### src/common/muldiv_pkg.sv
package muldiv_pkg;

	typedef logic [31:0] word_t;    // operand or register word
	typedef logic [63:0] dword_t;   // product or {hi, lo}

	// 0..8 match the core's ALU2Op field and the moves follow
	typedef enum logic [3:0] {
		OP_MULT  = 4'd0,
		OP_MULTU = 4'd1,
		OP_DIV   = 4'd2,
		OP_DIVU  = 4'd3,
		OP_MADDU = 4'd4,
		OP_MADD  = 4'd5,
		OP_MSUB  = 4'd6,
		OP_MSUBU = 4'd7,
		OP_MUL   = 4'd8,
		OP_MTHI  = 4'd9,
		OP_MTLO  = 4'd10
	} muldiv_op_e;

	localparam int MUL_STAGES = 4;                   // register stages in mul_pipe
	localparam int DIV_CYCLES = 32;                  // one quotient bit per cycle
	localparam int DIV_CNT_W  = $clog2(DIV_CYCLES);
	localparam int INFLIGHT_W = 3;                   // holds MUL_STAGES+1

	function automatic logic is_div(muldiv_op_e op);
		return (op == OP_DIV) || (op == OP_DIVU);
	endfunction

	function automatic logic is_move(muldiv_op_e op);
		return (op == OP_MTHI) || (op == OP_MTLO);
	endfunction

	// two's complement operand handling
	function automatic logic is_signed_mul(muldiv_op_e op);
		return (op == OP_MULT) || (op == OP_MADD) || (op == OP_MSUB) || (op == OP_MUL);
	endfunction

endpackage

### src/common/muldiv_result_if.sv
`timescale 1ns/10ps

interface muldiv_result_if;
	import muldiv_pkg::*;

	logic       valid;     // single-cycle pulse without ready
	muldiv_op_e op;
	word_t      hi_word;   // product high word or remainder
	word_t      lo_word;   // product low word, quotient or move data

	modport src (
		output valid,
		output op,
		output hi_word,
		output lo_word
	);

	modport dst (
		input valid,
		input op,
		input hi_word,
		input lo_word
	);

endinterface

### src/divider/div_iter.sv
`timescale 1ns/10ps

module div_iter (
	input  logic                   clk,
	input  logic                   rst,
	input  logic                   req_valid,
	input  muldiv_pkg::muldiv_op_e req_op,
	input  muldiv_pkg::word_t      req_a,
	input  muldiv_pkg::word_t      req_b,
	muldiv_result_if.src           res
);
	import muldiv_pkg::*;

	typedef enum logic [1:0] {
		D_IDLE,
		D_RUN,
		D_DONE
	} div_state_e;

	div_state_e           state;
	logic [DIV_CNT_W-1:0] cnt;
	logic                 signed_op;
	logic                 neg_a;
	logic                 neg_b;
	word_t                mag_a;
	word_t                mag_b;
	word_t                quo;     // dividend bits shift out as quotient bits shift in
	word_t                rem;
	word_t                dvs;
	logic                 neg_q;
	logic                 neg_r;
	muldiv_op_e           op_q;
	logic [32:0]          shifted;
	logic [32:0]          diff;
	logic                 ge;
	word_t                rem_next;

	assign signed_op = (req_op == OP_DIV);
	assign neg_a     = signed_op && req_a[31];
	assign neg_b     = signed_op && req_b[31];
	assign mag_a     = neg_a ? -req_a : req_a;   // -2^31 maps to 2^31
	assign mag_b     = neg_b ? -req_b : req_b;

	// one restoring step
	assign shifted  = {rem, quo[31]};
	assign diff     = shifted - {1'b0, dvs};
	assign ge       = (shifted >= {1'b0, dvs});
	assign rem_next = ge ? diff[31:0] : shifted[31:0];

	always_ff @(posedge clk) begin
		if (!rst) begin
			state <= D_IDLE;
			cnt   <= '0;
		end else begin
			case (state)
				D_IDLE: begin
					if (req_valid) begin
						state <= D_RUN;
						cnt   <= '0;
					end
				end
				D_RUN: begin
					cnt <= cnt + DIV_CNT_W'(1);
					if (cnt == DIV_CNT_W'(DIV_CYCLES - 1)) begin
						state <= D_DONE;
					end
				end
				D_DONE: state <= D_IDLE;   // result shown for one cycle
				default: state <= D_IDLE;
			endcase
		end
	end

	always_ff @(posedge clk) begin
		if ((state == D_IDLE) && req_valid) begin
			quo   <= mag_a;
			rem   <= '0;
			dvs   <= mag_b;
			neg_q <= neg_a ^ neg_b;
			neg_r <= neg_a;   // remainder follows the dividend
			op_q  <= req_op;
		end else if (state == D_RUN) begin
			quo <= {quo[30:0], ge};
			rem <= rem_next;
		end
	end

	// sign fixup on the way out
	assign res.valid   = (state == D_DONE);
	assign res.op      = op_q;
	assign res.hi_word = neg_r ? -rem : rem;
	assign res.lo_word = neg_q ? -quo : quo;

endmodule

### src/multiplier/mul_pipe.sv
`timescale 1ns/10ps

module mul_pipe (
	input  logic                   clk,
	input  logic                   rst,
	input  logic                   req_valid,
	input  muldiv_pkg::muldiv_op_e req_op,
	input  muldiv_pkg::word_t      req_a,
	input  muldiv_pkg::word_t      req_b,
	muldiv_result_if.src           res
);
	import muldiv_pkg::*;

	logic signed [32:0]    ext_a;
	logic signed [32:0]    ext_b;
	logic signed [32:0]    a_q;
	logic signed [32:0]    b_q;
	logic signed [65:0]    prod_full;
	logic [MUL_STAGES-1:0] v_q;
	muldiv_op_e            op_q [MUL_STAGES];
	dword_t                p_q [MUL_STAGES-1];

	// 33-bit operands let one signed multiplier serve both flavours
	always_comb begin
		if (is_move(req_op)) begin
			ext_a = {1'b0, req_a};   // move data times one
			ext_b = 33'sd1;
		end else if (is_signed_mul(req_op)) begin
			ext_a = {req_a[31], req_a};
			ext_b = {req_b[31], req_b};
		end else begin
			ext_a = {1'b0, req_a};
			ext_b = {1'b0, req_b};
		end
	end

	assign prod_full = a_q * b_q;   // low 64 bits are exact for either sign

	always_ff @(posedge clk) begin
		if (!rst) begin
			v_q <= '0;
		end else begin
			v_q <= {v_q[MUL_STAGES-2:0], req_valid};
		end
	end

	// first stage holds operands and the rest carry the product
	always_ff @(posedge clk) begin
		a_q     <= ext_a;
		b_q     <= ext_b;
		op_q[0] <= req_op;
		p_q[0]  <= prod_full[63:0];
		for (int i = 1; i < MUL_STAGES; i++) begin
			op_q[i] <= op_q[i-1];
		end
		for (int j = 1; j < MUL_STAGES - 1; j++) begin
			p_q[j] <= p_q[j-1];   // retiming room for the multiplier
		end
	end

	assign res.valid   = v_q[MUL_STAGES-1];
	assign res.op      = op_q[MUL_STAGES-1];
	assign res.hi_word = p_q[MUL_STAGES-2][63:32];
	assign res.lo_word = p_q[MUL_STAGES-2][31:0];

endmodule

### src/source/hilo_writeback.sv
`timescale 1ns/10ps

module hilo_writeback (
	input  logic              clk,
	input  logic              rst,
	muldiv_result_if.dst      mul_res,
	muldiv_result_if.dst      div_res,
	output muldiv_pkg::word_t hi,
	output muldiv_pkg::word_t lo,
	output logic              mul_valid,
	output muldiv_pkg::word_t mul_result
);
	import muldiv_pkg::*;

	dword_t hilo;
	dword_t prod;
	dword_t hilo_next;
	logic   is_mul;

	assign prod   = {mul_res.hi_word, mul_res.lo_word};
	assign is_mul = mul_res.valid && (mul_res.op == OP_MUL);

	// issue keeps the two sources from landing in the same cycle
	always_comb begin
		hilo_next = hilo;
		if (mul_res.valid) begin
			case (mul_res.op)
				OP_MADD,
				OP_MADDU: hilo_next = hilo + prod;
				OP_MSUB,
				OP_MSUBU: hilo_next = hilo - prod;
				OP_MTHI:  hilo_next = {mul_res.lo_word, hilo[31:0]};
				OP_MTLO:  hilo_next = {hilo[63:32], mul_res.lo_word};
				default:  hilo_next = prod;   // MULT, MULTU, MUL
			endcase
		end else if (div_res.valid) begin
			hilo_next = {div_res.hi_word, div_res.lo_word};   // {rem, quo}
		end
	end

	always_ff @(posedge clk) begin
		if (!rst) begin
			hilo      <= '0;
			mul_valid <= 1'b0;
		end else begin
			hilo      <= hilo_next;
			mul_valid <= is_mul;   // lines up with the hi/lo update
		end
	end

	always_ff @(posedge clk) begin
		if (is_mul) begin
			mul_result <= mul_res.lo_word;
		end
	end

	assign hi = hilo[63:32];
	assign lo = hilo[31:0];

endmodule

### src/source/muldiv_issue.sv
`timescale 1ns/10ps

module muldiv_issue (
	input  logic                   clk,
	input  logic                   rst,
	input  logic                   op_valid,
	input  muldiv_pkg::muldiv_op_e op_code,
	input  muldiv_pkg::word_t      src_a,
	input  muldiv_pkg::word_t      src_b,
	input  logic                   mul_done,
	input  logic                   div_done,
	output logic                   op_ready,
	output logic                   busy,
	output logic                   mul_req_valid,
	output muldiv_pkg::muldiv_op_e mul_req_op,
	output logic                   div_req_valid,
	output muldiv_pkg::muldiv_op_e div_req_op,
	output muldiv_pkg::word_t      req_a,
	output muldiv_pkg::word_t      req_b
);
	import muldiv_pkg::*;

	logic [INFLIGHT_W-1:0] inflight;   // ops between accept and mul result
	logic                  div_busy;
	logic                  to_div;
	logic                  accept;
	logic                  mul_accept;
	muldiv_op_e            req_op;

	assign to_div     = is_div(op_code);
	// a divide waits for the multiplier to drain so results stay in order
	assign op_ready   = !div_busy && (!to_div || (inflight == '0));
	assign accept     = op_valid && op_ready;
	assign mul_accept = accept && !to_div;   // moves ride the multiplier too

	assign busy = div_busy || (inflight != '0);

	always_ff @(posedge clk) begin
		if (!rst) begin
			inflight <= '0;
		end else if (mul_accept && !mul_done) begin
			inflight <= inflight + INFLIGHT_W'(1);
		end else if (!mul_accept && mul_done) begin
			inflight <= inflight - INFLIGHT_W'(1);
		end
	end

	// accept and done never meet here since ready is low while a divide runs
	always_ff @(posedge clk) begin
		if (!rst) begin
			div_busy <= 1'b0;
		end else if (div_done) begin
			div_busy <= 1'b0;
		end else if (accept && to_div) begin
			div_busy <= 1'b1;
		end
	end

	always_ff @(posedge clk) begin
		if (!rst) begin
			mul_req_valid <= 1'b0;
			div_req_valid <= 1'b0;
		end else begin
			mul_req_valid <= mul_accept;
			div_req_valid <= accept && to_div;
		end
	end

	// operands shared by both stages
	always_ff @(posedge clk) begin
		if (accept) begin
			req_op <= op_code;
			req_a  <= src_a;
			req_b  <= src_b;
		end
	end

	assign mul_req_op = req_op;
	assign div_req_op = req_op;

endmodule

### src/source/muldiv_unit.sv
`timescale 1ns/10ps

module muldiv_unit (
	input  logic                   clk,
	input  logic                   rst,
	input  logic                   op_valid,
	output logic                   op_ready,
	input  muldiv_pkg::muldiv_op_e op_code,
	input  muldiv_pkg::word_t      src_a,
	input  muldiv_pkg::word_t      src_b,
	output muldiv_pkg::word_t      hi,
	output muldiv_pkg::word_t      lo,
	output logic                   busy,
	output logic                   mul_valid,
	output muldiv_pkg::word_t      mul_result
);
	import muldiv_pkg::*;

	logic       mul_req_valid;
	muldiv_op_e mul_req_op;
	logic       div_req_valid;
	muldiv_op_e div_req_op;
	word_t      req_a;
	word_t      req_b;

	muldiv_result_if mul_res ();
	muldiv_result_if div_res ();

	muldiv_issue u_issue (
		.clk           (clk),
		.rst           (rst),
		.op_valid      (op_valid),
		.op_code       (op_code),
		.src_a         (src_a),
		.src_b         (src_b),
		.mul_done      (mul_res.valid),
		.div_done      (div_res.valid),
		.op_ready      (op_ready),
		.busy          (busy),
		.mul_req_valid (mul_req_valid),
		.mul_req_op    (mul_req_op),
		.div_req_valid (div_req_valid),
		.div_req_op    (div_req_op),
		.req_a         (req_a),
		.req_b         (req_b)
	);

	mul_pipe u_mul (
		.clk       (clk),
		.rst       (rst),
		.req_valid (mul_req_valid),
		.req_op    (mul_req_op),
		.req_a     (req_a),
		.req_b     (req_b),
		.res       (mul_res.src)
	);

	div_iter u_div (
		.clk       (clk),
		.rst       (rst),
		.req_valid (div_req_valid),
		.req_op    (div_req_op),
		.req_a     (req_a),
		.req_b     (req_b),
		.res       (div_res.src)
	);

	hilo_writeback u_wb (
		.clk        (clk),
		.rst        (rst),
		.mul_res    (mul_res.dst),
		.div_res    (div_res.dst),
		.hi         (hi),
		.lo         (lo),
		.mul_valid  (mul_valid),
		.mul_result (mul_result)
	);

endmodule
### config.mk
export PLATFORM = sky130hd
export DESIGN_NAME = muldiv_unit
export DESIGN_NICKNAME = d
export VERILOG_FILES = /design/src/common/muldiv_pkg.sv /design/src/common/muldiv_result_if.sv /design/src/divider/div_iter.sv /design/src/multiplier/mul_pipe.sv /design/src/source/hilo_writeback.sv /design/src/source/muldiv_issue.sv /design/src/source/muldiv_unit.sv
export SDC_FILE = /design/constraint.sdc
export NUM_CORES = 2
export LEC_CHECK = 0
export BUFFER_PORTS_ARGS = -buffer_cell sky130_fd_sc_hd__buf_2
export CORE_ASPECT_RATIO = 0.9
export CORE_MARGIN = 3
export CORE_UTILIZATION = 65
export DETAILED_ROUTE_END_ITERATION = 12
export PLACE_DENSITY = 0.79
export REMOVE_ABC_BUFFERS = 1
export SYNTH_ARGS = -nofsm -noshare
export SYNTH_HDL_FRONTEND = slang
export SYNTH_SLANG_ARGS = --single-unit
### constraint.sdc
create_clock -name clk -period 8.5 [get_ports clk]
set_clock_uncertainty 0.1 [all_clocks]
set_input_delay 0.425 -clock clk [delete_from_list [all_inputs] [get_ports clk]]
set_output_delay 0.425 -clock clk [all_outputs]
set_load 0.02 [all_outputs]
* After elaboration in Yosys (flattened, before gate mapping)
Memories as Yosys holds them, arrays and structs flattened. Cells that the tools add are included.
Word-level totals: bits in registers 346, RAM bits 208, input bits 71, memories kept 2
Cells by class: add/sub/neg operators 10, multipliers 1, magnitude comparators 1, equality and inequality tests 22, mux-type cells 18, bitwise logic cells 3, reduce and logical (&&, ||, !) cells 37
Memory list:
- u_mul.p_q | depth 3, bits a word 64, read ports 3, clocked after memory_dff 0, write ports 3, line mul_pipe.sv:21 | dword_t p_q [MUL_STAGES-1];
- u_mul.op_q | depth 4, bits a word 4, read ports 4, clocked after memory_dff 0, write ports 4, line mul_pipe.sv:20 | muldiv_op_e op_q [MUL_STAGES];
Operators by type and width (count):
- 32-bit two-way mux | 8
- 64-bit case mux with 4 select lines | 1
- 64-bit two-way mux | 2
- 32-bit negation | 4
- 64-bit adder | 1
- 33-bit by 33-bit multiplier with 64-bit output | 1
- 64-bit subtractor | 1
- 33-bit by 32-bit greater-or-equal comparator with 1-bit output | 1
- 32-bit subtractor | 1
- 4-bit by 3-bit == test with 1-bit output (second input constant) | 6
- 4-bit == test (second input constant) | 6
- 4-bit by 2-bit == test with 1-bit output (second input constant) | 3
- 1-bit logical AND | 10
- 5-bit case mux with 2 select lines | 1
- 2-bit AND reduction | 4
- 2-bit nonzero test | 4
- 2-bit OR reduction | 4
- 1-bit logical OR | 7
- 3-bit two-way mux | 2
- 2-bit != test (second input constant) | 3
- 5-bit by 1-bit adder with 5-bit output (second input constant) | 1
- 5-bit == test (second input constant) | 1
- 5-bit two-way mux | 1
- 1-bit logical NOT | 4
- 13 further kinds | 15

* Longest topological paths before layout
depth in word-level cells 11, mapped depth 29, gate-level depth less buffers 27

* By module
Synthesis repeated with hierarchy kept, for this count alone.
Second synthesis, totals: cells, all modules 6940, area total of the unflattened synthesis 65415.2 µm²
Modules (own cells, without submodules):
- mul_pipe | instances 1, cells an instance 4526, area each 44534.0 µm², sequential area each 5565.3 µm²
- hilo_writeback | instances 1, cells an instance 1319, area each 9853.2 µm², sequential area each 2262.2 µm²
- div_iter | instances 1, cells an instance 991, area each 8649.5 µm², sequential area each 2882.8 µm²
- muldiv_issue | instances 1, cells an instance 104, area each 2378.5 µm², sequential area each 2162.1 µm²

* Worst setup path before layout
Ideal clock, no wire load.
path kind register -> register, start register u_mul.b_q[0], end memory u_mul.p_q[0][49] in the netlist's numbering, arrival time 7275 ps, required time 8273 ps, path slack 998 ps, stages on the path, launching flop included 28, path buffers 1, period minus slack after synthesis 7502 ps, cells stage by stage dfxtp_1 clkbuf_1 and2_1 fa_1 inv_1 fa_1 inv_1 fa_1 inv_1 fa_1 inv_1 fa_1 fa_1 fa_1 inv_1 fa_1 inv_1 ha_1 a21o_1 a21o_1 a2111oi_0 a21o_1 nand3_1 a21boi_0 o21ai_0 a21boi_0 o21ai_0 xor2_1
RTL lines:
- start: declaration | line mul_pipe.sv:17 | logic signed [32:0] b_q;
- start signal: assignment | line mul_pipe.sv:50 | b_q <= ext_b;
- end: declaration | line mul_pipe.sv:21

==> results.yml <==
yosys:
  synth_area_leaders: "fa_1, dfxtp_1, edfxtp_1, inv_1, ha_1"
  postSynthAreaPerCell_um2: 9.488
  synthCells: 6732
  syn-cell-area_um2: 63870
  yosysTopAreaCellShare_pct: 35.35
  ys_ff_latch: 554
  yosysMostFrequentCell: "inv_1"
  yosysTopAreaCell: "fa_1"
  yosysUniqueCellTypes: 82
  ys_seq_area_share_pct: 19.97
  ys_async_sr_fraction_pct: 0
  synth_commonest_cells: "inv_1, fa_1, nand2_1, and2_1, dfxtp_1"
  yosys_warnings: 0
  synth_edf_count: 166
  yosys_most_used_dff: "dfxtp_1"
clock_network:
  htree_levels: 2
  cts_setup_buffers: 0
  clock_path_buffers: 3
  clk_pin_slew_worst_paths_ns: 0.07
  cts_buffers: 58
  cts_tree: "built"
  clkLatencyLatePin_ns: 0.72
  clock_tree.root_cell: "clkbuf_16"
  clock_sink_count: 554
global_routing:
  grt_overflow: 0
  grt_pass1_vias: 51539
  grtUsageTotal_pct: 38.47
  grt_first_pass_wirelength_um: 297600
  grt_max_degree: 68
  antenna_found_initial: 11
placement:
  place_ws_ns: 0.2005
  hpwl_um: 153500
  portBuffers: 169
  gpl.final_weighted_congestion: 1.002
detailed_routing:
  wl_met2_um: 84890
  wl_per_cell_um: 23.41
  routed_wirelength_um: 191800
  antenna_left: 0
  first_pass_iters: 6
  wl_met1_um: 73410
  drt-initial-drc-count: 4892
  top_layer_used: "met5"
  vias: 49070
  wl_met3_um: 23390
  drc: 0
  via_per_inst: 5.989
sta:
  post-route-period-util_pct: 97.89
  fmax_ghz: 0.1202
  setup_viol: 0
  max_slew_margin_pct: 23.64
  finalHoldViolations: 0
  fin_ws_ns: 0.1791
  fin_crit_ns: 8.321
  rsz0062_at_grt: "false"
  setup-tns-final_ns: 0
  hold_slack_ns: 0.1852
  finalMaxSlewViolations: 0
  worstMarginPinSlew_ns: 1.135
die:
  die_h_um: 303.4
  io_pins: 170
  rows: 108
  initial_utilization_pct: 65.92
  coreArea_um2: 96890
  die_w_um: 336.4
  dieArea_um2: 102100
critical_path:
  reg2reg_setup_slack_ns: 0.18
  path_class: "reg2reg"
  start_kind: "register"
  path_max_fanout: 16
  worstPathRequired_ns: 8.92
  end_kind: "register"
  critPathArrivalTime_ns: 8.74
finish:
  drive_gt1_share_pct: 7.522
  area.growth.synth_to_final_pct: 8.562
  fillers: 7113
  fin_nets: 8392
min_path:
  hp-class: "reg2reg"
job:
  maxCapViolations: 0
outcome:
  status: "complete, no violations"
[registers in the layout, indices dropped and copies added (netlist names), 2 cells and up]
name	flops
u_div.rem	32
u_issue.req_a	32
u_div.state	2
u_div.quo	32
u_mul.a_q	33
u_div.dvs	32
u_wb.hilo	64
u_mul.v_q	4
u_mul.op_q	16
u_issue.div_req_op	4
u_wb.mul_result	32
u_mul.p_q	192
u_issue.inflight	3
u_mul.b_q	33
u_issue.req_b	32
u_div.cnt	5
[routing by layer]
metal	track usage, %	up-vias
li1	-	21419
met4	17.48	6
met1	51.28	24287
met3	10.70	567
met5	0	-
met2	59.20	2791
[logic make-up after synthesis]
family,Yosys count,share of synthesized area [%]
adders and majority gates,1443,41.52
muxes,20,0.3134
AOI/OAI and AO/OA,924,9.413
and+or+nand+nor,1933,15.26
buffers and inverters,1527,8.989
DFF,554,19.97
xor gates and xnor gates,331,4.539
[layout by cell type, fill, tap and decap left out, types with 24 or more instances in the layout]
| master | synthesis | routed |
|---|---|---|
| buf_2 | 2 | 169 |
| nor2b_1 | 46 | 44 |
| a21o_1 | 71 | 71 |
| o21bai_1 | 31 | 31 |
| buf_4 | 0 | 164 |
| nand3_1 | 61 | 61 |
| xnor2_1 | 188 | 188 |
| nor2_1 | 175 | 171 |
| o21a_1 | 25 | 25 |
| edfxtp_1 | 166 | 166 |
| a31oi_1 | 39 | 39 |
| inv_1 | 1198 | 1198 |
| nor3_1 | 58 | 58 |
| ha_1 | 315 | 315 |
| dlygate4sd3_1 | 0 | 69 |
| xor2_1 | 143 | 143 |
| dfxtp_1 | 388 | 372 |
| a21oi_1 | 252 | 250 |
| fa_1 | 1128 | 1128 |
| a221oi_1 | 27 | 27 |
| and3_1 | 24 | 24 |
| nand2_1 | 774 | 773 |
| nand4_1 | 40 | 40 |
| nand2b_1 | 42 | 42 |
| a221o_1 | 26 | 26 |
| clkbuf_16 | 0 | 60 |
| o31ai_1 | 50 | 50 |
| o21ai_0 | 210 | 208 |
| and2_1 | 589 | 588 |
[path summary, 6_finish.rpt]
kind,startpoint,endpoint,cells after the start
worst max-delay path,u_mul.b_q[19],u_mul.p_q[0][48],24
worst max register to register,u_mul.b_q[19],u_mul.p_q[0][48],24
worst min register to register,u_mul.p_q[0][6],u_mul.p_q[0][70],0
worst min-delay path,u_mul.p_q[0][6],u_mul.p_q[0][70],0
[final cells by class]
cell class | count | area [um2] | share of cell area, %
multi-input combinational | 4651 | 45430 | 65.52
sequential | 554 | 12770 | 18.42
inverter | 1198 | 4497 | 6.485
timing repair buffer | 415 | 3028 | 4.367
tap | 1265 | 1583 | 2.283
clock buffer | 68 | 1551 | 2.237
clock inverter | 40 | 474.2 | 0.6839
antenna | 2 | 5.005 | 0.007218
[critical path: stages, from the launching register on]
cell,delay (ns)
dfxtp_1,0.89
nand2_1,0.17
fa_1,0.52
fa_1,0.54
inv_1,0.05
fa_1,0.50
inv_1,0.05
fa_1,0.54
inv_1,0.08
fa_1,0.51
fa_1,0.43
fa_1,0.50
inv_1,0.05
fa_1,0.55
inv_1,0.06
ha_1,0.38
and3_1,0.23
a31oi_1,0.15
o21ai_0,0.23
or2_2,0.37
a21o_1,0.20
a21o_1,0.23
a211oi_1,0.41
o21ai_0,0.17
xor2_1,0.16
[through the flow]
stage	cell area [um2]	instances	utilization [%]
detailed placement	66590	8014	68.73
global route	69340	8192	71.57
global placement	66590	8014	68.73
floorplan	62630	6403	-
finish	69340	8193	71.57
CTS	69310	8191	71.54
[timing repair]
action / in CTS / in global routing
hold buffers: 69 / 0
setup endpoints to repair: 0 / 13
endpoints found under the hold margin: 71 / 0
gates resized for setup: 0 / 19
Power is not shown: default switching activity piles up to over one toggle a cycle in this logic, so the estimate is an artifact.
